===== config.mk =====
export PLATFORM = sky130hd
export DESIGN_NAME = x_buffer
export DESIGN_NICKNAME = d
export VERILOG_FILES = /design/src/xmac_pkg.sv /design/src/x_buffer.sv
export VERILOG_INCLUDE_DIRS = /design/src
export SDC_FILE = /design/constraint.sdc
export NUM_CORES = 1
export LEC_CHECK = 0
export BUFFER_PORTS_ARGS = -buffer_cell sky130_fd_sc_hd__buf_2
export CAP_MARGIN = 30
export CORE_AREA = 2 2 341 343
export DETAILED_ROUTE_END_ITERATION = 6
export DIE_AREA = 0 0 343 345
export GPL_TIMING_DRIVEN = 0
export PLACE_DENSITY_LB_ADDON = 0.3
export SYNTH_ARGS = -nofsm -noshare
export SYNTH_HDL_FRONTEND = slang
export SYNTH_SLANG_ARGS = --single-unit

===== constraint.sdc =====
create_clock -name clk_i -period 1.47 [get_ports clk_i]
set_input_delay 0.0735 -clock clk_i [delete_from_list [all_inputs] [get_ports clk_i]]
set_output_delay 0.0735 -clock clk_i [all_outputs]
set_load 0.02 [all_outputs]

===== src/xmac_settings.svh =====
// Matrix slice sizing
`ifndef XMAC_SETTINGS_SVH
`define XMAC_SETTINGS_SVH

// bits per operand word.
`define XMAC_WORD 16

// words per buffer entry and dot-product lanes.
`define XMAC_WIDTH 4

// slots per row, power of two.
`define XMAC_HEIGHT 4

// output rows and mac_row instances, power of two.
`define XMAC_ROWS 4

// accumulator width.
`define XMAC_ACC 40

`endif


===== src/xmac_pkg.sv =====
// Matrix slice types
`include "xmac_settings.svh"

package xmac_pkg;

  typedef logic signed [`XMAC_WORD-1:0] word_t;
  typedef logic signed [`XMAC_ACC-1:0]  acc_t;

  typedef logic [$clog2(`XMAC_ROWS)-1:0]   row_idx_t;
  typedef logic [$clog2(`XMAC_HEIGHT)-1:0] slot_idx_t;

  // slot in the upper bits, row in the lower bits.
  typedef logic [$clog2(`XMAC_HEIGHT)+$clog2(`XMAC_ROWS)-1:0] buf_addr_t;

  typedef enum logic [1:0] {
    FEED_IDLE,
    FEED_RUN,
    FEED_LAST
  } feed_state_e;

  typedef enum logic {
    DRAIN_IDLE,
    DRAIN_OUT
  } drain_state_e;

endpackage


===== src/x_buffer.sv =====
// X operand buffer
`timescale 1ns/10ps
`include "xmac_settings.svh"

module x_buffer #(
  parameter int unsigned WORD_SIZE = `XMAC_WORD,
  parameter int unsigned WIDTH     = `XMAC_WIDTH,
  parameter int unsigned HEIGHT    = `XMAC_HEIGHT,
  parameter int unsigned N_OUTPUTS = `XMAC_ROWS
) (
  input  logic                                           clk_i,
  input  logic                                           rst_ni,
  input  logic                                           clear_i,
  input  logic                                           write_en_i,
  input  xmac_pkg::buf_addr_t                            write_addr_i,
  input  logic [WIDTH-1:0][WORD_SIZE-1:0]                wdata_i,
  input  logic                                           read_en_i,
  input  xmac_pkg::buf_addr_t                            read_addr_i,
  output logic [N_OUTPUTS-1:0][WIDTH-1:0][WORD_SIZE-1:0] rdata_o
);
  import xmac_pkg::*;

  localparam int unsigned RW = $clog2(N_OUTPUTS);

  logic [HEIGHT-1:0][N_OUTPUTS-1:0][WIDTH-1:0][WORD_SIZE-1:0] buffer_q;
  slot_idx_t [N_OUTPUTS-1:0]                                  rptr_q;

  row_idx_t  row_w;
  slot_idx_t slot_w;
  row_idx_t  row_r;
  slot_idx_t slot_r;

  assign row_w  = write_addr_i[RW-1:0];
  assign slot_w = write_addr_i[$bits(buf_addr_t)-1:RW];
  assign row_r  = read_addr_i[RW-1:0];
  assign slot_r = read_addr_i[$bits(buf_addr_t)-1:RW];

  // flop storage, one entry per slot and row.
  always_ff @(posedge clk_i or negedge rst_ni) begin
    if (!rst_ni) begin
      buffer_q <= '0;
    end else if (clear_i) begin
      buffer_q <= '0;
    end else if (write_en_i) begin
      buffer_q[slot_w][row_w] <= wdata_i;
    end
  end

  for (genvar o = 0; o < N_OUTPUTS; o++) begin : gen_rows
    // pointer moves only when a read names this row.
    always_ff @(posedge clk_i or negedge rst_ni) begin
      if (!rst_ni) begin
        rptr_q[o] <= '0;
      end else if (clear_i) begin
        rptr_q[o] <= '0;
      end else if (read_en_i && row_r == row_idx_t'(o)) begin
        rptr_q[o] <= slot_r;
      end
    end

    assign rdata_o[o] = buffer_q[rptr_q[o]][o]; // entry at the row's pointer.
  end

endmodule


Word-level counts from Yosys, hierarchy flattened
Cells that the tools add are included.
{ "totals": {"register_bits": 1032, "in_bits": 77, "out_inout_bits": 256, "word_cells": 114} }
{ "op_classes": {"order_cmp": 8, "n_eq_ne": 3, "n_mux": 23, "reduce_logical": 12} }
{ "ops": {"columns": ["operator", "count"], "rows": [
  ["256-bit binary-select mux with 2-bit select", 4],
  ["1024-bit two-way mux", 2],
  ["1024-bit bitwise mux", 1],
  ["256-bit demux with 2-bit select", 1],
  ["256-bit two-way mux", 2],
  ["192-bit two-way mux", 1],
  ["64-bit demux with 2-bit select", 1],
  ["128-bit two-way mux", 1],
  ["64-bit two-way mux", 2],
  ["2-bit by 3-bit < comparator with 1-bit output (second input constant)", 6],
  ["2-bit two-way mux", 8],
  ["2-bit nonzero test", 5],
  ["1-bit logical AND", 6],
  ["2-bit equality test (second input constant)", 2],
  ["2-bit by 1-bit >= comparator with 1-bit output (second input constant)", 2],
  ["2-bit by 1-bit equality test with 1-bit output (second input constant)", 1],
  ["2-bit logical NOT", 1]
]} }

Longest topological paths before layout
{ "depth": {"depth_word": 9, "mapped_depth": 7, "mapped_depth_nobuf": 3} }

Worst setup path after synthesis
No wires, ideal clock.
{ "synth_timing": {"kind": "flip-flop to output port", "startpoint": "register rptr_q[0] (netlist name)", "endpoint": "output port rdata_o[15] (netlist name)", "arrival_time_ps": 1463, "required_ps": 1397, "slack_ps": -66, "stages_incl_launch_ff": 4, "path_buffers": 2, "path_cell_list": "dfrtp_1 > buf_2 > buf_2 > mux4_2"} }
{ "synth_rtl": {"columns": ["element", "line_no", "source"], "rows": [
  ["start: declaration", "x_buffer.sv:26", "slot_idx_t [N_OUTPUTS-1:0] rptr_q;"],
  ["start signal: indexed assignment", "x_buffer.sv:57", "rptr_q[o] <= slot_r;"],
  ["end: declaration", "x_buffer.sv:19", "output logic [N_OUTPUTS-1:0][WIDTH-1:0][WORD_SIZE-1:0] rdata_o"]
]} }

==> metrics <==
Min-Delay Path Class=input pin to asynchronous set/reset pin; Post-DP Area=55,000 um^2; WP data required=1.40 ns; io pins=333; YS warnings=0; most common cell after layout, fill and taps aside=nand2b_1; Setup TNS=-216.38 ns; Synth top area share=50.5%; Max clock buf depth=3; final number of max-transition violations=0; CTS buffer count=109; failing checks=negative hold slack, negative setup slack; via count=33,800; element type at the critical path start=register; top post-synthesis cells by area=dfrtp_1 50%, mux2i_1 20%, nand2b_1 13%; Final WS setup=-0.948 ns; IO buf count=331; Tot Pwr=0.0654 W; Final Skew=0 ns; commonest cells after routing, fill and taps aside=1,088 x nand2b_1, 1,032 x mux2i_1, 1,029 x dfrtp_1, 274 x buf_2, 256 x mux4_2; row count=about 130; switching share of power=roughly a quarter; Tmin final=2.42 ns; Crit Reg-Reg Endpoint=rptr_q[0]$_DFFE_PN0P_; WP data arrival=2.34 ns; Clock Tree Root=clkbuf_16; layout cells sized above 1=25.0%; Vias/cell=5.59; worst-path cell chain=buf_12, buf_16, mux4_2, buf_6; Reg clk slew, reported paths=0.07 ns; post-synthesis sequential area ratio=about half; initial core utilization=roughly 44%; WL per Instance=27.9 um; Comb power frac=8.2%; Worst-Skew Late Latency=0.70 ns; vias in the first global route=35,100; Reg2Reg Launch Point=rptr_q[0]$_DFFE_PN0P_; Critical Path End Type=primary output; Layout area overhead=21.7%; Place WS=-1.39 ns; # DRC=0; gr usage total=28.2%; Final Util=54.1%; Unique masters post-synth=23; number of H-tree levels=3; synthesized area=51,200 um^2; Die Footprint=118,000 um^2; antenna violations before repair=11; post-route cell area=a little over 60,000 um^2; CP max FO=10; CTS tree=done; final hold violation count=429; clock sink count=1,032; CP peak stage delay=0.63 ns; DRT Pass-1 Iters=5; Synth Instances=3,858; critical-path cell with the highest stage delay=mux4_2; Slew Limit Headroom=37.1%; fmax=414 MHz; top cell type by total area after synthesis=dfrtp_1; leakage power=33.0 nW; DP HPWL=between 100 and 150 mm; Core Region=115,000 um^2; Net Switching=0.0156 W; CP startpoint=rptr_q[4]$_DFFE_PN0P_; nets=4,496; Avg Inst Size Synth=between 10 and 15 um^2; worst vdd ir=0.873 mV; setup violators final=~290; Cell Pwr Density=1050 nW/um^2; FF-to-FF path depth=5; Clk pwr share=roughly 48%; Yosys reg bits=approximately 1,000; internal reg-to-reg setup slack=0.13 ns; P_int=0.0498 W; Die Width=343 um; post-route ant nets=0; RSZ-0062 raised after global routing=yes; Worst Hold Margin=-0.708 ns; Setup CP Type=register to primary output; status=complete, but fails checks; Worst Setup EP=rdata_o[159]; Routed WL=169 mm; total gr overflow=0; final period utilization=164%; first-pass GRT wire length=244 mm; max cap viols=0; actual slew at the worst max-slew pin=0.944 ns; RePlAce Congestion=0.807; Die Height=between 300 and 400 um; syn nets=3,935; largest net degree at the start of global routing=161; Initial DRC Count=2,693; Reg power frac=44.3%
critical path, delay by kind of cell, from the launching register on:
kind | cells | cell delay (ns)
multiplexers | 1 | 0.63
flip-flops | 1 | 0.41
buffers and inverters | 3 | 0.57
synth_stat cells:
master / number
and2_1: 2
and3_1: 1
and3b_1: 2
buf_1: 8
buf_2: 139
buf_4: 52
buf_6: 32
clkbuf_1: 181
clkbuf_2: 1
dfrtp_1: 1032
mux2i_1: 1032
mux4_2: 256
nand2_1: 1
nand2_2: 2
nand2_4: 9
nand2b_1: 1088
nand3_1: 5
nand3b_1: 2
nor2_1: 8
nor2_2: 1
nor2b_1: 2
nor3b_1: 1
nor3b_4: 1
registers in the layout (all words and copies together), names as in the netlist:
register and cells:
rptr_q 8, buffer_q 1024
layer usage:
metal | up-vias | share of wire (%) | GRT usage (%)
li1 | 14400 | - | -
met4 | 0 | 4.2 | 10.7
met1 | 18000 | 43 | 40.1
met5 | - | 0 | 0
met3 | 292 | 7.0 | 4.94
met2 | 1156 | 46 | 43.1
power by group through the flow:
stage,Combinational (W),Clock [W],Sequential (W)
after floorplan,0.00251,0,0.0294
after global placement,0.00455,0,0.0295
after detailed placement,0.00479,0,0.0295
after CTS,0.00519,0.0313,0.0289
after global routing,0.00566,0.0325,0.0290
final,0.00536,0.0311,0.0289
worst min-delay path by stage:
| stage | end | slack [ns] | start |
|---|---|---|---|
| floorplan | buffer_q[0]$_DFFE_PN0P_ | -0.22 | rst_ni |
| global placement | rptr_q[5]$_DFFE_PN0P_ | 0.38 | read_addr_i[3] |
| detailed placement | buffer_q[9]$_DFFE_PN0P_ | 0.05 | rst_ni |
| CTS | buffer_q[71]$_DFFE_PN0P_ | -0.69 | rst_ni |
| global route | buffer_q[71]$_DFFE_PN0P_ | -0.67 | rst_ni |
| finish | buffer_q[779]$_DFFE_PN0P_ | -0.71 | rst_ni |
layout make-up:
class,count,area (um^2)
flip-flops and latches,1032,25800
clock inverters,47,805
repair buffers,459,4400
diodes,16,40.0
fillers,9822,52900
plain buffers,404,2880
clock buffers,156,3200
well taps,1524,1910
multi-input cells,2413,23200
repair_timing:
action | 4_1_cts | 5_1_grt
cloned | 5 | 14
hold endpoints to repair | 692 | 205
buffers inserted | 17 | 10
gates resized for setup | 356 | 229
pin swaps | 0 | 0
hold buffers | 65 | 9
setup endpoints to repair | 1253 | 597
cells by family (layout without fill, tap and decap cells):
kind of cell,Yosys count,count (layout),share of synthesized area (%)
muxes,1288,1288,31.5
and+or+nand+nor,1125,1125,13.8
DFF,1032,1032,50.5
buffers and inverters,413,1066,4.22
other,0,16,0
metrics by stage:
step           hold slack [ns]  cells
2_1_floorplan           -0.222   3858
3_3_place_gp             0.379   5713
3_5_place_dp            0.0536   5727
4_1_cts                 -0.687   6016
5_1_grt                 -0.671   6038
6_report                -0.708   6051
Power figures use the tool's default switching activity.
