$ cat src/xmac_settings.svh
// Matrix slice sizing
`ifndef XMAC_SETTINGS_SVH
`define XMAC_SETTINGS_SVH

// bits per operand word.
`define XMAC_WORD 16

// words per buffer entry and dot-product lanes.
`define XMAC_WIDTH 4

// slots per row, power of two.
`define XMAC_HEIGHT 4

// output rows and mac_row instances, power of two.
`define XMAC_ROWS 4

// accumulator width.
`define XMAC_ACC 40

`endif

$ cat src/xmac_pkg.sv
// Matrix slice types
`include "xmac_settings.svh"

package xmac_pkg;

  typedef logic signed [`XMAC_WORD-1:0] word_t;
  typedef logic signed [`XMAC_ACC-1:0]  acc_t;

  typedef logic [$clog2(`XMAC_ROWS)-1:0]   row_idx_t;
  typedef logic [$clog2(`XMAC_HEIGHT)-1:0] slot_idx_t;

  // slot in the upper bits, row in the lower bits.
  typedef logic [$clog2(`XMAC_HEIGHT)+$clog2(`XMAC_ROWS)-1:0] buf_addr_t;

  typedef enum logic [1:0] {
    FEED_IDLE,
    FEED_RUN,
    FEED_LAST
  } feed_state_e;

  typedef enum logic {
    DRAIN_IDLE,
    DRAIN_OUT
  } drain_state_e;

endpackage

$ cat src/mac_row.sv
// Dot product accumulator
`timescale 1ns/10ps
`include "xmac_settings.svh"

module mac_row (
  input  logic                                   clk_i,
  input  logic                                   rst_ni,
  input  logic                                   clear_i,
  input  logic                                   acc_clr_i,
  input  logic                                   en_i,
  input  xmac_pkg::word_t [`XMAC_WIDTH-1:0]      x_i,
  input  xmac_pkg::word_t [`XMAC_WIDTH-1:0]      w_i,
  output xmac_pkg::acc_t                         acc_o
);
  import xmac_pkg::*;

  localparam int unsigned LANES  = `XMAC_WIDTH;
  localparam int unsigned LEVELS = (LANES > 1) ? $clog2(LANES) : 1;

  logic signed [2*`XMAC_WORD-1:0] prod [LANES];
  acc_t                           sum;
  acc_t                           acc_q;

  for (genvar l = 0; l < LANES; l++) begin : gen_lanes
    assign prod[l] = x_i[l] * w_i[l]; // signed lane product.
  end

  // pairwise adder tree, reduced in place.
  always_comb begin
    acc_t tree [LANES];
    int   n;
    n = LANES;
    for (int l = 0; l < LANES; l++) begin
      tree[l] = prod[l];
    end
    for (int lvl = 0; lvl < LEVELS; lvl++) begin
      for (int i = 0; i < LANES; i++) begin
        if (2 * i + 1 < n) begin
          tree[i] = tree[2*i] + tree[2*i+1];
        end else if (2 * i < n) begin
          tree[i] = tree[2*i];
        end
      end
      n = (n + 1) / 2;
    end
    sum = tree[0];
  end

  always_ff @(posedge clk_i or negedge rst_ni) begin
    if (!rst_ni) begin
      acc_q <= '0;
    end else if (clear_i || acc_clr_i) begin
      acc_q <= '0;
    end else if (en_i) begin
      acc_q <= acc_q + sum; // wraps modulo 2**ACC.
    end
  end

  assign acc_o = acc_q;

endmodule

$ cat config.mk
export PLATFORM = sky130hd
export DESIGN_NAME = mac_row
export DESIGN_NICKNAME = d
export VERILOG_FILES = /design/src/xmac_pkg.sv /design/src/mac_row.sv
export VERILOG_INCLUDE_DIRS = /design/src
export SDC_FILE = /design/constraint.sdc
export NUM_CORES = 2
export LEC_CHECK = 0
export ABC_AREA = 1
export ABC_CLOCK_PERIOD_IN_PS = 10000
export BUFFER_PORTS_ARGS = -buffer_cell sky130_fd_sc_hd__buf_2
export CORE_ASPECT_RATIO = 1.75
export CORE_MARGIN = 2
export CORE_UTILIZATION = 58
export DETAILED_ROUTE_END_ITERATION = 8
export GPL_ROUTABILITY_DRIVEN = 0
export PLACE_DENSITY = 0.85
export SLEW_MARGIN = 20
export SYNTH_ARGS = -nofsm -noshare
export SYNTH_HDL_FRONTEND = slang
export SYNTH_SLANG_ARGS = --single-unit
$ cat constraint.sdc
create_clock -name clk_i -period 10 [get_ports clk_i]
set_clock_uncertainty 0.1 [all_clocks]
set_input_delay 1 -clock clk_i [delete_from_list [all_inputs] [get_ports clk_i]]
set_output_delay 1 -clock clk_i [all_outputs]
set_load 0.005 [all_outputs]
Word level (Yosys, flattened, before mapping)
Index checks and enable logic that the tools add are counted.
{ "word_totals": {"out_inout_bits": 40, "ramBits": 0, "reg_bits": 40, "inputBits": 133, "mem_bits_ro": 0, "wordCells": 13, "latch_bits": 0, "memories": 0} }
{ "op_classes": {"multipliers": 4, "muxes": 2, "bitwise": 0, "add_sub_neg": 4, "div_mod_pow": 0, "shift": 0, "n_reduce_logical": 2, "eq_ne": 0, "order_cmp": 0} }
{ "ops": {"columns": ["operator", "count"], "rows": [
  ["16-bit by 16-bit multiplier with 32-bit output", 4],
  ["40-bit two-way mux", 2],
  ["32-bit by 32-bit adder with 33-bit output", 2],
  ["40-bit by 34-bit adder with 40-bit output", 1],
  ["33-bit by 33-bit adder with 34-bit output", 1],
  ["2-bit nonzero test", 1],
  ["1-bit logical OR", 1]
]} }

Depth between registers and ports, before layout
{ "logic_depth": {"ltp_word": 6, "ltp_mapped": 36, "ltp_nobuf": 35} }

Least setup slack after synthesis
Ideal clock, no wire load.
{ "synth_path": {"path_type": "in2reg", "start": "input port w_i[34] (netlist name)", "end": "register acc_q[39] (netlist: acc_o[39])", "t_arrival_ps": 8584, "setup_ps": 117, "required_ps": 9783, "slack_ps": 1198, "path_buffers": 2, "path_stages": 28, "cell_sequence": "clkbuf_1 -> clkbuf_1 -> nand2_1 -> fa_1 -> inv_1 -> fa_1 -> inv_1 -> fa_1 -> fa_1 -> fa_1 -> fa_1 -> inv_1 -> fa_1 -> inv_1 -> fa_1 -> fa_1 -> fa_1 -> inv_1 -> ha_1 -> inv_1 -> nor3_1 -> nand2_1 -> nor2_1 -> nand3_1 -> nand3_1 -> nand2_1 -> nand3_1 -> nand2_1"} }
{ "synth_via": {"elab_chain_cells": 6} }
{ "synth_lines": {"columns": ["item", "line_no", "text"], "rows": [
  ["from (decl)", "mac_row.sv:12", "input xmac_pkg::word_t [`XMAC_WIDTH-1:0] w_i,"],
  ["16-bit by 16-bit multiplier with 32-bit output", "mac_row.sv:25", "assign prod[l] = x_i[l] * w_i[l];"],
  ["32-bit by 32-bit adder with 33-bit output", "mac_row.sv:39", "tree[i] = tree[2*i] + tree[2*i+1];"],
  ["33-bit by 33-bit adder with 34-bit output", "mac_row.sv:39", null],
  ["40-bit by 34-bit adder with 40-bit output", "mac_row.sv:55", "acc_q <= acc_q + sum;"],
  ["40-bit two-way mux", "mac_row.sv:54", "end else if (en_i) begin"],
  ["40-bit two-way mux", "mac_row.sv:52", "end else if (clear_i || acc_clr_i) begin"],
  ["to (signal assigned)", "mac_row.sv:55", null],
  ["to (decl)", "mac_row.sv:22", "acc_t acc_q;"]
]} }
Every way passes these cells. The select of a mux whose other input is x is not followed.
A chain may end at the register's enable or synchronous reset.

Final worst setup path
{ "layout_path": {"start": "input port x_i[47] (netlist name)", "end": "register acc_q[34] (netlist: acc_o[34])"} }
{ "layout_via": {"elab_chain_cells": 6} }
{ "layout_lines": {"columns": ["item", "line_no", "text"], "rows": [
  ["from (decl)", "mac_row.sv:11", "input xmac_pkg::word_t [`XMAC_WIDTH-1:0] x_i,"],
  ["16-bit by 16-bit multiplier with 32-bit output", "mac_row.sv:25", null],
  ["32-bit by 32-bit adder with 33-bit output", "mac_row.sv:39", null],
  ["33-bit by 33-bit adder with 34-bit output", "mac_row.sv:39", null],
  ["40-bit by 34-bit adder with 40-bit output", "mac_row.sv:55", null],
  ["40-bit two-way mux", "mac_row.sv:54", null],
  ["40-bit two-way mux", "mac_row.sv:52", null]
]} }
Every way passes these cells. The select of a mux whose other input is x is not followed.

==> flow_metrics.tcl <==
set metrics [dict create \
    hold_path_class "flop to flop" \
    grtUsageTotal 0.342 \
    r2r_start "acc_o[15]" \
    ys_ff_latch 40 \
    reg2regPathDepth 27 \
    clockBufferDepth 2 \
    grt_pass1_vias 42400 \
    ctsHoldBuffers 0 \
    period_share 0.954 \
    syn2layout_area_growth_pct 3.77 \
    endpoint_kind "flop" \
    nets 7298 \
    layout_common_cells "inv_1, fa_1, nand2_1, ha_1, buf_2" \
    min_from "acc_o[18]" \
    finalInstanceArea_mm2 0.0487 \
    mostFrequentLayoutCell "inv_1" \
    dieHeight_um 380 \
    tightest_slew_ns 1.03 \
    synth_enable_flop_cells 0 \
    ctsRootBufferMaster "clkbuf_16" \
    hold_viol_final 0 \
    max-slew-margin-rel 0.311 \
    cp-startpoint "x_i[47]" \
    rows 138 \
    start_kind "input pin" \
    cts_tree "done" \
    max_stage_delay_ns 0.72 \
    syn_nets 7307 \
    wl_per_cell_um 20.2 \
    post_cts_resized 0 \
    io_pins 173 \
    hpwl_um 121000 \
    clk_latency_ns 0.33 \
    holdWs_ns 0.442 \
    crit_fanout 16 \
    grt.overflow.total 0 \
    dpl_cell_area_mm2 0.0485 \
    arrival_ns 9.64 \
    crit_top_cell "fa_1" \
    wl_um 133000 \
    dr.pass1.iters 8 \
    synth_area_mm2 0.0469 \
    fin_crit_ns 9.54 \
    ys_types 35 \
    grt_max_degree 41 \
    via_per_inst 5.43 \
    clk_pin_slew_ns 0.08 \
    drc 0 \
    synth_seq_area_share 0.0213 \
    slew_viol_final 0 \
    setup_viol 0 \
    async_flop_share 1.00 \
    largest_reg_flops 40 \
    portBuffers 172 \
    start_util 0.583 \
    run_status "completed" \
    rsz0062_at_grt "no" \
    ys.flop_type "dfrtp_1" \
    finalSetupTns_ns 0 \
    holdPathStages 2 \
    vias 35600 \
    h-tree-depth 2 \
    core-area_mm2 0.0805 \
    multiInputGateArea_mm2 0.0377 \
    synth_warnings 0 \
    ant_nets 0 \
    antenna_found_initial 16 \
    die_w_um 219 \
    fmax_mhz 105 \
    avgSynthCellArea_um2 8.54 \
    fp.dieArea_mm2 0.0833 \
    drt_iter0_drc 2164 \
    max-cap-violations 0 \
    setup.worst_path.class "input pin to flop" \
    regArea_mm2 0.00100 \
    grt_pass1_wl_um 214000 \
    fill_cells 6430 \
    cp_data_required_time_ns 10.10 \
    postCtsSetupRepairBufs 0 \
    cts_made_buffers 5 \
    drive_gt1_frac 0.0503 \
    numClockSinks 40 \
    synthCells 5495 \
    worst_path_max_delay_cell "fa_1" \
]
==> metrics by stage <==
step | util | setup WS, ns | instances
final | 0.605 | 0.456 | 6553
after global routing | 0.604 | 0.265 | 6537
after CTS | 0.604 | 0.678 | 6536
after detailed placement | 0.603 | 0.389 | 6529
after global placement | 0.603 | 0.509 | 6529
after floorplan | - | 1.20 | 5495
==> critical path, delay by kind of cell <==
kind                       cells  cell delay, ns
buffers and inverters          8            1.10
and+or+nand+nor               11            1.79
adders and majority gates     11            5.71
==> layout make-up <==
type | instances | area share
diodes | 17 | 0.000874
clock buffers | 6 | 0.00265
clock inverters | 1 | 0.000103
inverters | 1969 | 0.152
multi-input cells | 3266 | 0.774
flip-flops and latches | 40 | 0.0206
well taps | 1050 | 0.0270
repair buffers | 204 | 0.0227
==> cell families (layout without fill, tap and decap cells) <==
| family | count (synthesis) | after routing | synth area share |
|---|---|---|---|
| buffers and inverters | 2189 | 2180 | 0.175 |
| XOR/XNOR | 14 | 14 | 0.00261 |
| AND/OR/NAND/NOR | 1479 | 1479 | 0.124 |
| AO/OA/AOI/OAI | 94 | 94 | 0.0114 |
| flip-flops | 40 | 40 | 0.0213 |
| other | 0 | 17 | 0 |
| adder cells (fa/ha/maj) | 1679 | 1679 | 0.665 |
==> cell usage after synthesis (5+ instances only) <==
library cell / count / area share
dfrtp_1: 40 / 0.021
nand3_1: 44 / 0.0047
xnor2_1: 6 / 0.0011
nand4_1: 5 / 0.00067
o21bai_1: 6 / 0.00096
fa_1: 1358 / 0.58
o21ai_0: 29 / 0.0031
or2_2: 38 / 0.0051
ha_1: 321 / 0.086
inv_1: 1966 / 0.16
a21oi_1: 37 / 0.0039
clkbuf_1: 216 / 0.017
nand2_2: 9 / 0.0012
nand3b_1: 6 / 0.00096
nor2_1: 107 / 0.0086
o21ai_1: 10 / 0.0011
xor2_1: 8 / 0.0015
nand2_1: 1254 / 0.10
==> metal layers <==
metal  routed length (µm)  track usage  up-vias
met5                   26            0        -
met4                14900        0.296        4
met3                 8830       0.0544     1022
met2                69300        0.613     2033
met1                39500        0.337    17700
li1                     -            -    14800
==> final timing paths <==
path | end | slack [ns]
max | acc_o[34] | 0.46
min | acc_o[18] | 0.44
max reg2reg | acc_o[34] | 2.37
min reg2reg | acc_o[18] | 0.44
max in group asynchronous | acc_o[2] | 8.76
min in group asynchronous | acc_o[35] | 0.57
Power is left out: the tool's default activity adds up to more than one toggle a clock period on the data nets, which glitch-free logic cannot reach.
