### src/xmac_settings.svh
// Matrix slice sizing
`ifndef XMAC_SETTINGS_SVH
`define XMAC_SETTINGS_SVH

// bits per operand word.
`define XMAC_WORD 16

// words per buffer entry and dot-product lanes.
`define XMAC_WIDTH 4

// slots per row, power of two.
`define XMAC_HEIGHT 4

// output rows and mac_row instances, power of two.
`define XMAC_ROWS 4

// accumulator width.
`define XMAC_ACC 40

`endif

### src/xmac_pkg.sv
// Matrix slice types
`include "xmac_settings.svh"

package xmac_pkg;

  typedef logic signed [`XMAC_WORD-1:0] word_t;
  typedef logic signed [`XMAC_ACC-1:0]  acc_t;

  typedef logic [$clog2(`XMAC_ROWS)-1:0]   row_idx_t;
  typedef logic [$clog2(`XMAC_HEIGHT)-1:0] slot_idx_t;

  // slot in the upper bits, row in the lower bits.
  typedef logic [$clog2(`XMAC_HEIGHT)+$clog2(`XMAC_ROWS)-1:0] buf_addr_t;

  typedef enum logic [1:0] {
    FEED_IDLE,
    FEED_RUN,
    FEED_LAST
  } feed_state_e;

  typedef enum logic {
    DRAIN_IDLE,
    DRAIN_OUT
  } drain_state_e;

endpackage

### src/x_feeder.sv
// Compute sequencer
`timescale 1ns/10ps
`include "xmac_settings.svh"

module x_feeder (
  input  logic                   clk_i,
  input  logic                   rst_ni,
  input  logic                   clear_i,
  input  logic                   start_i,
  output logic                   read_en_o,
  output xmac_pkg::buf_addr_t    read_addr_o,
  output logic                   acc_clr_o,
  output logic [`XMAC_ROWS-1:0]  mac_en_o,
  output logic                   capture_o,
  output logic                   busy_o
);
  import xmac_pkg::*;

  localparam int unsigned RW = $clog2(`XMAC_ROWS);

  feed_state_e          state_q;
  buf_addr_t            cnt_q;
  logic                 read_en_q;
  buf_addr_t            read_addr_q;
  logic                 acc_clr_q;
  logic                 capture_q;
  logic [`XMAC_ROWS-1:0] mac_en_q;
  row_idx_t             read_row;

  assign read_row = read_addr_q[RW-1:0];

  always_ff @(posedge clk_i or negedge rst_ni) begin
    if (!rst_ni) begin
      state_q     <= FEED_IDLE;
      cnt_q       <= '0;
      read_en_q   <= 1'b0;
      read_addr_q <= '0;
      acc_clr_q   <= 1'b0;
      capture_q   <= 1'b0;
    end else if (clear_i) begin
      state_q     <= FEED_IDLE;
      cnt_q       <= '0;
      read_en_q   <= 1'b0;
      read_addr_q <= '0;
      acc_clr_q   <= 1'b0;
      capture_q   <= 1'b0;
    end else begin
      read_en_q <= 1'b0;
      acc_clr_q <= 1'b0;
      capture_q <= 1'b0;
      case (state_q)
        FEED_IDLE: begin
          if (start_i) begin
            state_q <= FEED_RUN;
            cnt_q   <= '0;
          end
        end
        FEED_RUN: begin
          read_en_q   <= 1'b1;
          read_addr_q <= cnt_q;
          acc_clr_q   <= (cnt_q == '0); // clear goes out with the first read.
          cnt_q       <= cnt_q + 1'b1;
          if (cnt_q == '1) begin
            state_q <= FEED_LAST;
          end
        end
        FEED_LAST: begin
          // wait out the final enable, then hand over.
          if (!read_en_q) begin
            capture_q <= 1'b1;
            state_q   <= FEED_IDLE;
          end
        end
        default: state_q <= FEED_IDLE;
      endcase
    end
  end

  // enable trails the read by one cycle.
  always_ff @(posedge clk_i or negedge rst_ni) begin
    if (!rst_ni) begin
      mac_en_q <= '0;
    end else if (clear_i) begin
      mac_en_q <= '0;
    end else if (read_en_q) begin
      mac_en_q <= `XMAC_ROWS'(1) << read_row;
    end else begin
      mac_en_q <= '0;
    end
  end

  assign read_en_o   = read_en_q;
  assign read_addr_o = read_addr_q;
  assign acc_clr_o   = acc_clr_q;
  assign mac_en_o    = mac_en_q;
  assign capture_o   = capture_q;
  assign busy_o      = (state_q != FEED_IDLE);

endmodule

### config.mk
export PLATFORM = sky130hd
export DESIGN_NAME = x_feeder
export DESIGN_NICKNAME = d
export VERILOG_FILES = /design/src/xmac_pkg.sv /design/src/x_feeder.sv
export VERILOG_INCLUDE_DIRS = /design/src
export SDC_FILE = /design/constraint.sdc
export NUM_CORES = 1
export LEC_CHECK = 0
export BUFFER_PORTS_ARGS = -buffer_cell sky130_fd_sc_hd__buf_2
export CELL_PAD_IN_SITES_DETAIL_PLACEMENT = 1
export CELL_PAD_IN_SITES_GLOBAL_PLACEMENT = 1
export CORE_MARGIN = 5
export CORE_UTILIZATION = 42
export CTS_CLUSTER_SIZE = 30
export DETAILED_ROUTE_END_ITERATION = 8
export PLACE_DENSITY = 0.85
export SYNTH_ARGS = -nofsm -noshare
export SYNTH_HDL_FRONTEND = slang
export SYNTH_SLANG_ARGS = --single-unit
export TNS_END_PERCENT = 30
### constraint.sdc
create_clock -name clk_i -period 3.4 [get_ports clk_i]
set_input_delay 0.85 -clock clk_i [delete_from_list [all_inputs] [get_ports clk_i]]
set_output_delay 0.85 -clock clk_i [all_outputs]
set_load 0.05 [all_outputs]
# Word-level counts from Yosys, hierarchy flattened
# Index checks and enable logic that the tools add are counted.
dict set report word_totals {
  regBits 17
  wordCells 41
}
dict set report op_classes {
  add_sub_neg 1
  n_eq_ne 6
  n_shift 1
  n_mux 19
  n_reduce_logical 7
}
# operator count
set op_table {}
lappend op_table {{two-way mux 4 bit} 6}
lappend op_table {{!= test 3 bit (second input constant)} 3}
lappend op_table {{two-way mux 2 bit} 4}
lappend op_table {{one-hot mux 4 bit (2 select lines)} 1}
lappend op_table {{two-way mux 1 bit} 7}
lappend op_table {{one-hot mux 2 bit (3 select lines)} 1}
lappend op_table {{adder 4 x 1 -> 4 bit (second input constant)} 1}
lappend op_table {{equality test 4 bit (second input constant)} 1}
lappend op_table {{logical NOT 4 bit} 1}
lappend op_table {{nonzero test 2 bit} 2}
lappend op_table {{left shift 1 x 2 -> 4 bit (first input constant)} 1}
lappend op_table {{AND reduction 3 bit} 1}
lappend op_table {{nonzero test 3 bit} 1}
lappend op_table {{equality test 2 x 1 -> 1 bit (second input constant)} 1}
lappend op_table {{equality test 2 bit (second input constant)} 1}
lappend op_table {{logical NOT 2 bit} 1}
lappend op_table {{AND reduction 2 bit} 1}

# Longest topological paths before layout
dict set report depth {
  ltp_word 4
  depth_mapped 4
  ltp_nobuf 4
}

# Least setup slack after synthesis
# OpenSTA, ideal clock, no wires.
dict set report synth_timing {
  kind {reg2out}
  from {register state_q[0]}
  to {output port busy_o}
  arrival_time_ns 0.862
  t_required_ns 2.550
  slack_ns 1.688
  path_stages_with_launch 2
  path_cell_list {dfrtp_1 or2_2}
}
dict set report synth_between {
  elab_chain_len 1
}
# element line_no
set synth_lines {}
lappend synth_lines {{from (decl)} x_feeder.sv:21} ;# feed_state_e state_q;
lappend synth_lines {{from (signal assigned)} x_feeder.sv:34} ;# state_q <= FEED_IDLE;
lappend synth_lines {{from (signal assigned)} x_feeder.sv:41} ;# state_q <= FEED_IDLE;
lappend synth_lines {{from (signal assigned)} x_feeder.sv:54} ;# state_q <= FEED_RUN;
lappend synth_lines {{nonzero test 2 bit} x_feeder.sv:97} ;# assign busy_o = (state_q != FEED_IDLE);
lappend synth_lines {{to (decl)} x_feeder.sv:15} ;# output logic busy_o
# Every way passes these cells.

# Worst setup path after layout
# Same ends and word-level chain as after synthesis.

==> results.json <==
{
  "wl_um": 1500,
  "tightest_slew_ns": 0.417,
  "grt_usage": 0.134,
  "path_delay_family": "flip-flops",
  "irDropWorstVdd_v": 0.000181,
  "yosys.cell_types.count": 25,
  "start_util": 0.428,
  "antenna_found_initial": 0,
  "grt_pass1_wl_um": 2580,
  "maxCapViolations": 0,
  "hpwl_um": 1040,
  "switching_share": 0.274,
  "via_per_inst": 5.51,
  "crit_chain": "or2_2, buf_2",
  "crit_start": "state_q[0]",
  "hold_viol": 0,
  "hold_path.class": "primary input to asynchronous set/reset pin",
  "p_per_area_nw_per_um2": 429,
  "p_sw_w": 0.0000982,
  "route.detailed.drc": 0,
  "grt_max_degree": 18,
  "required_ns": 2.55,
  "cts_tree": "built",
  "post_cts_buffers": 0,
  "grt_pass1_vias": 570,
  "fin_crit_ns": 2.15,
  "vias": 545,
  "nets": 89,
  "crit_buf_inv": 1,
  "finalSetupViolCount": 0,
  "synth_area_leaders": "dfrtp_1 59%, nand2_1 4.7%, a21oi_1 3.5%",
  "path_depth": 2,
  "die_area_um2": 2630,
  "syn_area_um2": 716,
  "rr_startpoint": "state_q[0]",
  "cts_buffers": 3,
  "fmax_mhz": 465,
  "htree_levels": 1,
  "syn_area_per_cell_um2": 11.2,
  "fin_setup_tns_ns": 0,
  "total_leakage_power_nw": 0.415,
  "timing.rr.end": "read_addr_o[1]",
  "ctsLongestPathBuffers": 2,
  "drive_gt1_frac": 0.268,
  "die_w_um": 51.3,
  "rsz0062_at_grt": "no",
  "place_ws_ns": 1.58,
  "worstSetupStartpointType": "register",
  "combPwrFrac": 0.106,
  "ff2ff_setup_slack_ns": 2.12,
  "crit_type": "register to output pin",
  "setup_ws_ns": 1.25,
  "synth_top_cell_area_share": 0.594,
  "finClkSkew_ns": 0.00315,
  "drt-initial-drc-count": 12,
  "root_buffer": "clkbuf_4",
  "finalCritPeriodShare": 0.632,
  "p_seq_frac": 0.593,
  "avgRoutedWirePerCell_um": 15.2,
  "dr.pass1.iters": 4,
  "cp_slowest_cell": "dfrtp_1",
  "critPathArrivalTime_ns": 1.30,
  "drtAntennaViolNets": 0,
  "n_antenna_cell": 0,
  "cts_hold_buffers": 0,
  "area_delta_synth_final_pct": 16.8,
  "place_congestion": 0.736,
  "die_h_um": 51.3,
  "syn-num-nets": 70,
  "syn_inst": 64,
  "slew_headroom": 0.721,
  "cts.sinks": 17,
  "ys_seq_area_frac": 0.594,
  "yosysWarningCount": 0,
  "path_max_fanout": 9,
  "grt.overflow.total": 0,
  "end_kind": "output pin",
  "reg2reg_depth": 3,
  "cp_slowest_stage_delay_ns": 0.49,
  "maxSlewViolCount": 0,
  "p_clk_frac": 0.301,
  "yosys_register_bits": 17,
  "io_buffers": 15,
  "core_um2": 1670,
  "clk_pin_slew_ns": 0.10,
  "pin_count": 16,
  "status": "finished clean",
  "internal_power_w": 0.000260,
  "rows": 15,
  "yosys.area.top_type": "dfrtp_1",
  "cts.repair.resized": 0,
  "clock_latency_ns": 0.29
}
-- worst max path at each step --
stage / slack [ns] / end
2_1_floorplan: 1.69 / busy_o
3_5_place_dp: 1.58 / busy_o
4_1_cts: 1.24 / busy_o
3_3_place_gp: 1.59 / busy_o
6_report: 1.25 / busy_o
5_1_grt: 1.19 / busy_o
-- logic make-up after synthesis --
logic type	Yosys count	synth area share
AND/OR/NAND/NOR	32	0.266
AO/OA/AOI/OAI	10	0.0892
buffers and inverters	3	0.0157
flip-flops	17	0.594
adder cells (fa/ha/maj)	2	0.0350
-- layer usage --
| metal | track usage | vias up | routed length, um |
|---|---|---|---|
| met2 | 0.219 | 12 | 733 |
| met1 | 0.165 | 270 | 679 |
| met5 | 0 | - | 0 |
| met3 | 0.0292 | 2 | 81 |
| met4 | 0.0655 | 0 | 9 |
| li1 | - | 261 | - |
-- area by class of cell --
class,instances,area [um2]
inverter,2,7.51
fill,209,835
clock inverter,1,5.00
tap,17,21.3
timing repair buffer,15,75.1
multi-input combinational,44,279
sequential,17,425
clock buffer,3,22.5
-- power by group through the flow --
stage	combinational [W]	clock [W]	sequential (W)
2_1_floorplan	0.0000166	0	0.000224
3_3_place_gp	0.0000380	0	0.000216
3_5_place_dp	0.0000384	0	0.000217
4_1_cts	0.0000386	0.000112	0.000213
5_1_grt	0.0000417	0.000121	0.000214
6_report	0.0000379	0.000108	0.000213
-- sequential cells by signal (all words and copies together), names as in the netlist --
signal,flops
read_en_o,1
mac_en_o,4
state_q,2
capture_o,1
cnt_q,4
read_addr_o,4
acc_clr_o,1
-- worst register-to-register path, stage by stage (launching register included) --
cell and delay [ns]:
dfrtp_1 0.52, nor2b_1 0.42, nand2_1 0.12, a21oi_1 0.15
-- placed cells by master, fill, tap and decap left out, types with 2 or more instances in the layout --
| cell | Yosys | final |
|---|---|---|
| a21oi_1 | 5 | 5 |
| buf_2 | 0 | 15 |
| clkbuf_4 | 0 | 3 |
| dfrtp_1 | 17 | 17 |
| ha_1 | 2 | 2 |
| inv_1 | 2 | 2 |
| nand2_1 | 9 | 9 |
| nand3_1 | 2 | 2 |
| nor2_1 | 5 | 5 |
| nor2b_1 | 3 | 3 |
| nor4b_1 | 2 | 2 |
| nor4bb_1 | 2 | 2 |
-- stage by stage --
stage          hold WS [ns]  instances  instance area (um2)  utilization  total power (W)
2_1_floorplan         0.536         64                  716            -         0.000241
3_3_place_gp          0.510         95                  808        0.484         0.000254
3_5_place_dp          0.519         95                  808        0.484         0.000255
4_1_cts               0.470         99                  836        0.500         0.000364
5_1_grt               0.490         99                  836        0.500         0.000376
6_report              0.460         99                  836        0.500         0.000359
-- cell usage after synthesis --
| cell | n |
|---|---|
| a211oi_1 | 1 |
| a21oi_1 | 5 |
| a222oi_1 | 1 |
| a22oi_1 | 1 |
| a31oi_1 | 1 |
| and3_1 | 1 |
| and4_2 | 1 |
| and4b_1 | 1 |
| clkbuf_1 | 1 |
| dfrtp_1 | 17 |
| ha_1 | 2 |
| inv_1 | 2 |
| nand2_1 | 9 |
| nand2b_1 | 1 |
| nand2b_4 | 1 |
| nand3_1 | 2 |
| nand3b_1 | 1 |
| nor2_1 | 5 |
| nor2b_1 | 3 |
| nor3_1 | 1 |
| nor4b_1 | 2 |
| nor4bb_1 | 2 |
| o21bai_1 | 1 |
| or2_2 | 1 |
| or3_1 | 1 |
Power figures use the tool's default switching activity.
