--- src/xmac_settings.svh ---
// Matrix slice sizing
`ifndef XMAC_SETTINGS_SVH
`define XMAC_SETTINGS_SVH

// bits per operand word.
`define XMAC_WORD 16

// words per buffer entry and dot-product lanes.
`define XMAC_WIDTH 4

// slots per row, power of two.
`define XMAC_HEIGHT 4

// output rows and mac_row instances, power of two.
`define XMAC_ROWS 4

// accumulator width.
`define XMAC_ACC 40

`endif

--- src/xmac_pkg.sv ---
// Matrix slice types
`include "xmac_settings.svh"

package xmac_pkg;

  typedef logic signed [`XMAC_WORD-1:0] word_t;
  typedef logic signed [`XMAC_ACC-1:0]  acc_t;

  typedef logic [$clog2(`XMAC_ROWS)-1:0]   row_idx_t;
  typedef logic [$clog2(`XMAC_HEIGHT)-1:0] slot_idx_t;

  // slot in the upper bits, row in the lower bits.
  typedef logic [$clog2(`XMAC_HEIGHT)+$clog2(`XMAC_ROWS)-1:0] buf_addr_t;

  typedef enum logic [1:0] {
    FEED_IDLE,
    FEED_RUN,
    FEED_LAST
  } feed_state_e;

  typedef enum logic {
    DRAIN_IDLE,
    DRAIN_OUT
  } drain_state_e;

endpackage

--- src/x_loader.sv ---
// X load address generator
`timescale 1ns/10ps

module x_loader (
  input  logic                clk_i,
  input  logic                rst_ni,
  input  logic                clear_i,
  input  logic                load_i,
  input  logic                busy_i,
  output logic                write_en_o,
  output xmac_pkg::buf_addr_t write_addr_o
);
  import xmac_pkg::*;

  buf_addr_t addr_q;

  // loads during compute are dropped.
  assign write_en_o   = load_i && !busy_i;
  assign write_addr_o = addr_q;

  // row bits sit low, so a plain count steps the row first.
  always_ff @(posedge clk_i or negedge rst_ni) begin
    if (!rst_ni) begin
      addr_q <= '0;
    end else if (clear_i) begin
      addr_q <= '0;
    end else if (write_en_o) begin
      addr_q <= addr_q + 1'b1; // wraps after a full buffer.
    end
  end

endmodule

--- config.mk ---
export PLATFORM = sky130hd
export DESIGN_NAME = x_loader
export DESIGN_NICKNAME = d
export VERILOG_FILES = /design/src/xmac_pkg.sv /design/src/x_loader.sv
export VERILOG_INCLUDE_DIRS = /design/src
export SDC_FILE = /design/constraint.sdc
export NUM_CORES = 1
export LEC_CHECK = 0
export BUFFER_PORTS_ARGS = -buffer_cell sky130_fd_sc_hd__buf_4
export CORE_AREA = 2 2 39 41
export DETAILED_ROUTE_END_ITERATION = 8
export DIE_AREA = 0 0 41 43
export PLACE_DENSITY_LB_ADDON = 0.2
export RECOVER_POWER = 25
export SLEW_MARGIN = 0
export SYNTH_ARGS = -nofsm -noshare
export SYNTH_HDL_FRONTEND = slang
export SYNTH_SLANG_ARGS = --single-unit
--- constraint.sdc ---
create_clock -name clk_i -period 1.95 [get_ports clk_i]
set_input_delay 0.0975 -clock clk_i [delete_from_list [all_inputs] [get_ports clk_i]]
set_output_delay 0.0975 -clock clk_i [all_outputs]
set_load 0.03 [all_outputs]
; Yosys cells after proc, flatten, opt, wreduce, memory -nomap -nowiden
; Cells that the tools add are included.
[word_totals]
register_bits = 4
output_inout_bits = 5
input_bits = 5
wordCells = 7
[classes]
n_addsub = 1
n_reduce_logical = 3
muxes = 2
[ops]
columns = operator, n
row1 = $mux 4, 2
row2 = $add 4x1->4 const B, 1
row3 = $reduce_bool 2->1, 1
row4 = $logic_and 1x1->1, 1
row5 = $logic_not 1->1, 1

; Depth between registers and ports, before layout
; Gate-level depths: netlist of the first run.
[logic_depth]
word_depth = 4
mapped_depth = 4
depth_no_buf = 4

; Least setup slack after synthesis of the first run
; No wires, ideal clock.
[synth_timing]
path_kind = reg2reg
startpoint = register addr_q[0], in the netlist write_addr_o[0]
endpoint = register addr_q[3], in the netlist write_addr_o[3]
slack_ns = 0.780
arrival_time_ns = 1.092
synth_period_minus_slack_ns = 1.170
path_stages_with_launch = 4
required_ns = 1.873
n_path_buf = 0
path_cell_list = dfrtp_1 -> nand3_1 -> or3_1 -> a21oi_1
[synth_via]
elab_chain_cells = 3
[synth_lines]
columns = element, line
row1 = start: declaration, x_loader.sv:15  ; buf_addr_t addr_q;
row2 = start signal: assignment, x_loader.sv:28  ; addr_q <= addr_q + 1'b1;
row3 = $add 4x1->4, x_loader.sv:28
row4 = $mux 4, x_loader.sv:27  ; end else if (write_en_o) begin
row5 = $mux 4, x_loader.sv:25  ; end else if (clear_i) begin
; Every way passes these cells. The select of a mux whose other input is x is not followed.
; A chain may end at the register's enable or synchronous reset.

; Worst setup path in the final report of the first run
[layout_timing]
startpoint = register addr_q[0], in the netlist write_addr_o[0]
endpoint = register addr_q[2], in the netlist write_addr_o[2]
; The elaborated chain is that of the path after synthesis.

==> summary.txt, run 1 <==
Yosys
  • Biggest area consumer among synthesized cells: dfrtp_1
  • Post-synthesis sequential area ratio: 0.510
  • Synth top area cells: dfrtp_1 (51%), nand2b_4 (7.0%), ha_1 (6.4%)
  • Post-synthesis cell area: between 150 and 200 um^2
  • Compound-Gate Fraction of Synth Area: 0.0764
  • Share of the synthesized area in the top cell type: 0.510
  • Syn nets: 25
  • Synth unique cells: 13
  • Post-synthesis simple-gate area fraction: 0.242
  • Post-synthesis mux area share: 0
  • Post-Synth XOR/XNOR Area: 0.0892
  • Syn_area_per_cell: ~10 um^2
  • Warnings, synthesis: 0
  • Yosys reg bits: 4
  • Adder-cell share of the synthesized area: 0.0637
  • Combinational family with the most area after synthesis: simple AND/OR/NAND/NOR gates
  • Post-Syn Instances: 19

STA
  • Slew HR: 0.856
  • Period utilization: 0.546
  • Unrepaired setup endpoints after global routing: false
  • Peak Freq: roughly 940 MHz
  • Worst Tran Pin Value: 0.216 ns
  • Final setup violating endpoints: 0
  • Setup Skew: between 0.0015 and 0.002 ns
  • Max Slew Vio Count: 0
  • Sum Neg Setup Slack: 0 ns
  • Period minus WS final: 1.06 ns
  • Final Hold Fails: 0

Critical path
  • Worst Path Required: approximately 2 ns
  • CP startpoint: write_addr_o[0]
  • Crit-path max FO: 4
  • FF-to-FF setup slack: between 0.8 and 0.9 ns
  • Startpoint types: flip-flop
  • CP endpoint kind: flip-flop
  • Reg-to-reg startpoint: write_addr_o[0]
  • Crit Path Category: reg2reg
  • Worst Path Arrival: between 1 and 1.5 ns

Clock tree
  • CTS Root Cell: clkbuf_4
  • Clk_lat worst skew: about 0.23 ns
  • CTS sink count: 4
  • H-tree depth: 1
  • CTS Buf Count: 3
  • Maximum clock path buffer count: 2
  • CTS tree: yes
  • Worst-path clk slew: 0.04 ns
  • # resized after CTS: 0

Final layout
  • Share of post-route cells with drive strength above 1: 0.375
  • Most frequent cells in the layout: buf_4 (8), dfrtp_1 (4), clkbuf_4 (3)
  • Post-route cell area: 313 um^2
  • Commonest non-fill, non-tap cell in the layout: buf_4
  • Layout area overhead: 59.2%
  • Antenna Cells: 0
  • Largest register FFs: 4
  • Nets@finish: 40

Power and ir drop
  • Peak supply drop: around 170 uV
  • Leak: 0.000156 uW
  • Total power: about 220 uW
  • Cell Pwr Density: approximately 700 nW/um^2

Detailed routing
  • WL/cell: approximately 9.1 um
  • Post-route DRC: 0
  • Pre-antenna DRT Iters: 4
  • Via density: roughly 3.9
  • Via count: about 190
  • Routed WL: 436 um
  • Initial DRC Count: 5
  • ANT nets after route: 0

Floorplanning
  • CORE AREA: around 1400 um^2
  • Initial Utilization: 0.142
  • Die Y-Extent: 43 um
  • Ports: 10
  • Die Wd: approximately 41 um
  • Die area: ~1800 um^2
  • Cell row count: 14

Job
  • Max Cap Viol: 0

Global route
  • Met1 Use GR: 0.0458
  • Initial antenna violation count: 0
  • Met3 Track Usage GR: 0.0471
  • GR peak layer: met2
  • M2 GR Usage: 0.100
  • Largest net degree at the start of global routing: 5
  • Tot GR Track Use: 0.0676
  • Grt total ovfl: 0
  • Vias in the first global route: about 190
  • First-pass GRT wire length: ~700 um

Placement
  • IO Port Bufs: 9
  • Hpwl dp: about 380 um
  • Final RePlAce weighted congestion: 0.573
  • Placed cell area: approximately 280 um^2

Min path
  • Hold WC Path Type: in2reg
  • Hold path start: clear_i

Run status
  • Status: complete, no violations
==> cell usage after synthesis (all sizes together) <==
cell and number:
dfrtp 4, a21oi 2, nand2 2, nor2 2
ha 1, inv 1, nand2b 1, nand3 1
nand3b 1, o21ai 1, or3 1, xnor2 1
xor2 1
==> layout make-up <==
class / instances / area (um^2)
fillers: 160 / 1070
flip-flops and latches: 4 / 100
multi-input cells: 14 / 92.6
clock buffers: 3 / 22.5
well taps: 16 / 20.0
inverters: 1 / 3.75
repair buffers: 10 / 73.8
==> logic make-up (layout without fill, tap and decap cells) <==
kind of cell    count (synthesis)  after routing
fa+ha+maj                       1              1
simple gates                    8              8
buf+inv                         1             14
flops                           4              4
compound gates                  3              3
xor+xnor                        2              2
==> report_power, final <==
group          switching (uW)  internal [uW]
registers                3.35           86.1
clock network            30.4           68.6
logic                    17.7           15.6
==> through the flow <==
step | utilization | setup WS [ns] | std cells | hold slack (ns)
6_report | 0.226 | 0.886 | 48 | 0.0465
5_1_grt | 0.226 | 0.786 | 48 | 0.0454
4_1_cts | 0.229 | 0.880 | 48 | 0.0451
3_5_place_dp | 0.205 | 0.897 | 44 | -0.103
3_3_place_gp | 0.205 | 0.920 | 44 | -0.104
2_1_floorplan | - | 0.780 | 19 | -0.198
==> worst paths after layout <==
| check | cells past startpoint | end |
|---|---|---|
| min reg2reg | 2 | write_addr_o[3] |
| max reg2reg | 4 | write_addr_o[2] |
| max | 4 | write_addr_o[2] |
| min in group asynchronous | 2 | write_addr_o[0] |
| min | 2 | write_addr_o[3] |
| max in group asynchronous | 2 | write_addr_o[2] |
==> layer usage <==
metal / wire [um] / part of all wire / up-vias
li1: - / - / 90
met1: 154 / 0.35 / 89
met2: 239 / 0.55 / 6
met3: 43 / 0.099 / 0
met4: 0 / 0 / 0
met5: 0 / 0 / -
==> worst max-delay path, cell delays in order (launching register included) <==
cell and delay, ns:
dfrtp_1 0.42, ha_1 0.21, nand3b_1 0.09, xor2_1 0.18
nor2_1 0.06
==> what timing repair did <==
action                                 4_1_cts  5_1_grt
hold buffers                                 1        0
endpoints found under the hold margin        4        0
setup buffers                                0        0
No activity file was read; power rests on OpenSTA's default activity.
==> run 2, diff against run 1 <==
- clock period: 1.95 -> 1 ns (I/O delays scaled with it)
==> summary.txt, run 2 (same netlist as run 1, synthesis figures left out) <==
Final layout
  • Most frequent cells in the layout: buf_4 (10), dfrtp_2 (4), clkbuf_4 (3)
  • Layout area overhead: 101%
  • Post-route cell area: a little under 400 um^2
  • Share of post-route cells with drive strength above 1: 0.649
  • Nets@finish: between 40 and 50
  • Final Non-Filler Cells: 53
  • Largest register FFs: 4
  • Antenna Cells: 0
  • Util after Layout: 0.285
  • Commonest non-fill, non-tap cell in the layout: buf_4

Floorplanning
  • CORE AREA: approximately 1400 um^2
  • Ports: 10
  • Die Y-Extent: between 40 and 50 um
  • Die area: approximately 1800 um^2
  • Cell row count: 14
  • Die Wd: 41 um
  • Initial Utilization: 0.142

Clock tree
  • CTS Buf Count: 3
  • H-tree depth: 1
  • CTS Root Cell: clkbuf_4
  • Worst-path clk slew: roughly 0.040 ns
  • Clk_lat worst skew: approximately 0.23 ns
  • CTS tree: yes
  • CTS sink count: 4
  • Maximum clock path buffer count: 2

Placement
  • Placed cell count: 47
  • Final RePlAce weighted congestion: between 0.6 and 0.7
  • IO Port Bufs: 9
  • Placed cell area: 319 um^2
  • Dpl ws: -0.0203 ns

STA
  • Period minus WS final: 1.05 ns
  • Unrepaired setup endpoints after global routing: true
  • Peak Freq: 954 MHz
  • Max Slew Vio Count: 0
  • Setup slack after layout: -0.0481 ns
  • Final setup violating endpoints: 2
  • Worst Tran Pin Value: between 0.2 and 0.25 ns
  • Slew HR: 0.852
  • Final Hold Fails: 0
  • Setup Skew: 0.00298 ns
  • Period utilization: 1.05

Critical path
  • Buf/Inv on CP: 0
  • Worst Path Arrival: ~1.2 ns
  • Startpoint types: flip-flop
  • CP peak stage delay: 0.44 ns
  • Worst Path Required: between 1 and 1.5 ns
  • Critical Path, Cell by Cell: ha_4 -> nand3b_1 -> xor2_1 -> nor2_1
  • Crit-path max FO: 4
  • Crit Path Category: reg2reg
  • Slowest CP cell: dfrtp_2
  • Delay-heaviest family, CP: flip-flops
  • CP endpoint kind: flip-flop

Power and ir drop
  • Clock power share: 0.420
  • Cell Pwr Density: between 1000 and 1500 nW/um^2
  • Sw Share: 0.236
  • Comb power frac: 0.194
  • Leak: 0.000178 uW
  • Seq pwr share: 0.385
  • Total power: 461 uW
  • Sw Pwr: approximately 110 uW
  • Peak supply drop: ~430 uV
  • Int Pwr: about 350 uW

Min path
  • Hold WC Path Type: in2reg

Global route
  • Tot GR Track Use: 0.0627
  • Grt total ovfl: 0
  • Initial antenna violation count: 0
  • First-pass GRT wire length: about 660 um
  • Vias in the first global route: 189
  • Largest net degree at the start of global routing: 5

Detailed routing
  • Initial DRC Count: 0
  • Pre-antenna DRT Iters: 1
  • Via density: 3.70
  • Via count: roughly 200
  • Post-route DRC: 0
  • ANT nets after route: 0
  • Routed WL: ~460 um
  • WL/cell: about 8.6 um

Run status
  • Status: complete, but fails checks
  • Failing checks: setup timing

Job
  • Max Cap Viol: 0
[run 2: changes by cell type in the layout (fill, tap and decap cells not counted), moves of 2 or more]
cell | before | now
buf_4 | 8 | 10
buf_6 | 0 | 2
dfrtp_1 | 4 | 0
dfrtp_2 | 0 | 4
[run 2: timing repair]
action,CTS,global route
pin swaps,1,2
resized for setup,1,4
setup endpoints to repair,2,4
hold buffers,2,0
buffers inserted,1,0
hold endpoints to repair,8,0
[run 2: layer usage]
metal | share of wire | vias up | wire length (um) | GRT usage
met5 | 0 | - | 0 | 0
met1 | 0.44 | 92 | 200 | 0.0625
met4 | 0 | 0 | 0 | 0.0800
li1 | - | 100 | - | -
met3 | 0.059 | 0 | 27 | 0.0314
met2 | 0.50 | 4 | 226 | 0.0781
[run 2: power by group through the flow]
stage | sequential, uW | clock [uW] | combinational, uW
global placement | 177 | 0 | 72.4
floorplan | 187 | 0 | 21.8
finish | 178 | 194 | 89.6
detailed placement | 177 | 0 | 72.5
CTS | 175 | 211 | 85.1
global route | 178 | 220 | 97.7
[run 2: worst register-to-register path: stages, from the launching register on]
cell and delay [ns]:
dfrtp_2 0.44, ha_4 0.16, nand3b_1 0.09, xor2_1 0.17
nor2_1 0.07
[run 2: per-stage QoR]
stage / hold slack [ns] / setup TNS [ns]
global route: 0.134 / -0.195
detailed placement: -0.150 / -0.0203
CTS: 0.122 / -0.0334
finish: 0.131 / -0.0535
global placement: -0.151 / -0.0315
floorplan: -0.246 / -0.134
[run 2: path summary, 6_finish.rpt]
kind / from / slack [ns] / end / cells after the start
max in group asynchronous: rst_ni / 0.61 / write_addr_o[2] / 2
worst max-delay path: write_addr_o[0] / -0.05 / write_addr_o[2] / 4
worst min register to register: write_addr_o[3] / 0.55 / write_addr_o[3] / 2
worst max register to register: write_addr_o[0] / -0.05 / write_addr_o[2] / 4
worst min-delay path: load_i / 0.13 / write_addr_o[1] / 4
min in group asynchronous: rst_ni / 0.18 / write_addr_o[0] / 2
[run 2: final cells by class]
cell class                 instances  area, um^2
tap                               16        20.0
sequential                         4         105
fill                             155         990
inverter                           1        3.75
multi-input combinational         14         121
clock buffer                       3        22.5
timing repair buffer              15         121
==> run 3, diff against run 2 <==
- REMOVE_ABC_BUFFERS: not set -> 1
==> summary.txt, run 3 (same netlist as run 1, synthesis figures left out) <==
Run status
  • Status: complete, but fails checks
  • Failing checks: setup timing

Clock tree
  • CTS Buf Count: 3
  • CTS sink count: 4
  • CTS tree: yes
  • Clk_lat worst skew: 0.23 ns
  • Worst-path clk slew: roughly 0.040 ns
  • CTS Root Cell: clkbuf_4
  • Maximum clock path buffer count: 2
  • H-tree depth: 1

Floorplanning
  • Initial Utilization: 0.142
  • CORE AREA: roughly 1400 um^2
  • Die Y-Extent: 43 um
  • Die Wd: about 41 um
  • Die area: roughly 1800 um^2
  • Cell row count: 14
  • Ports: 10

Power and ir drop
  • Leak: ~0.00018 uW
  • Peak supply drop: around 340 uV
  • Cell Pwr Density: about 1200 nW/um^2

Critical path
  • Worst Path Arrival: between 1 and 1.5 ns
  • Startpoint types: flip-flop
  • Delay-heaviest family, CP: simple AND/OR/NAND/NOR gates
  • CP endpoint kind: flip-flop
  • Crit-path max FO: 4
  • Buf/Inv on CP: 0
  • Crit Path Category: reg2reg
  • Critical Path, Cell by Cell: nand3_1 -> or3_1 -> a21oi_2
  • Slowest CP cell: dfrtp_1
  • CP peak stage delay: between 0.3 and 0.4 ns
  • Worst Path Required: about 1.2 ns

Detailed routing
  • Initial DRC Count: 0
  • Via count: slightly above 200
  • Routed WL: 511 um
  • Via density: about 3.8
  • ANT nets after route: 0
  • WL/cell: 9.64 um
  • Post-route DRC: 0
  • Pre-antenna DRT Iters: 1

Final layout
  • Multi-input logic area: 110 um^2
  • Layout area overhead: 90.4%
  • Share of post-route cells with drive strength above 1: 0.541
  • Antenna Cells: 0
  • Register area: about 100 um^2
  • Layout fillers: roughly 150
  • Nets@finish: 45
  • Most frequent cells in the layout: buf_4 (11), dfrtp_1 (4), clkbuf_4 (3)
  • Largest register FFs: 4
  • Commonest non-fill, non-tap cell in the layout: buf_4

Placement
  • Dpl ws: -0.0291 ns
  • Final RePlAce weighted congestion: between 0.5 and 0.6
  • IO Port Bufs: 9

STA
  • Slew HR: 0.830
  • Peak Freq: around 980 MHz
  • Period minus WS final: between 1 and 1.5 ns
  • Final Hold Fails: 0
  • Worst Tran Pin Value: between 0.2 and 0.3 ns
  • Period utilization: 1.02
  • Unrepaired setup endpoints after global routing: true
  • Setup Skew: roughly 0.0012 ns
  • Final setup violating endpoints: 1
  • Max Slew Vio Count: 0
  • Setup slack after layout: -0.0161 ns
  • Sum Neg Setup Slack: -0.0161 ns

Global route
  • Grt total ovfl: 0
  • First-pass GRT wire length: between 700 and 800 um
  • Tot GR Track Use: 0.0716
  • Largest net degree at the start of global routing: 5
  • Initial antenna violation count: 0
  • Vias in the first global route: between 200 and 250

Min path
  • Hold WC Path Type: in2reg

Job
  • Max Cap Viol: 0
run 3: cell type report:
type,instances,area share
Multi-Input combinational cell,14,0.294
Inverter,1,0.0100
Sequential cell,4,0.268
Clock buffer,3,0.0602
Timing Repair Buffer,15,0.314
Tap cell,16,0.0535
run 3: worst paths after layout:
kind	startpoint	endpoint	slack [ns]	cells past startpoint
setup / recovery	write_addr_o[0]	write_addr_o[3]	-0.02	3
hold / removal	load_i	write_addr_o[1]	0.15	4
min in group asynchronous	rst_ni	write_addr_o[1]	0.19	2
setup reg to reg	write_addr_o[0]	write_addr_o[3]	-0.02	3
max in group asynchronous	rst_ni	write_addr_o[2]	0.64	2
hold reg to reg	write_addr_o[3]	write_addr_o[3]	0.57	2
run 3: tightest hold or removal path, delay by kind of cell:
| family | cells | cell delay (ns) |
|---|---|---|
| compound gates | 1 | 0.05 |
| buf+inv | 1 | 0.10 |
| simple gates | 2 | 0.14 |
run 3: what timing repair did:
action	CTS	global route
hold buffers	2	0
pin swaps	5	2
setup buffers	2	0
endpoints found under the setup margin	2	5
hold endpoints to repair	8	0
gates resized for setup	1	4
run 3: stage by stage:
| stage | instances | util | hold WS [ns] | power [uW] | instance area [um^2] |
|---|---|---|---|---|---|
| after floorplan | 19 | - | -0.246 | 206 | 196 |
| after global placement | 46 | 0.216 | -0.153 | 244 | 299 |
| after detailed placement | 46 | 0.216 | -0.153 | 245 | 299 |
| after CTS | 53 | 0.259 | 0.124 | 468 | 359 |
| after global routing | 53 | 0.270 | 0.182 | 482 | 374 |
| final | 53 | 0.270 | 0.147 | 461 | 374 |
run 3: power breakdown:
part	total [uW]	internal [uW]	switching (uW)
combinational	90.0	48.0	42.0
clock	199	134	64.5
sequential	173	168	4.85
run 3: routing by layer:
| metal | track usage | wire (um) | vias up |
|---|---|---|---|
| li1 | - | - | 100 |
| met1 | 0.0392 | 164 | 94 |
| met2 | 0.119 | 293 | 6 |
| met3 | 0.0314 | 46 | 2 |
| met4 | 0.100 | 7 | 0 |
| met5 | 0 | 0 | - |
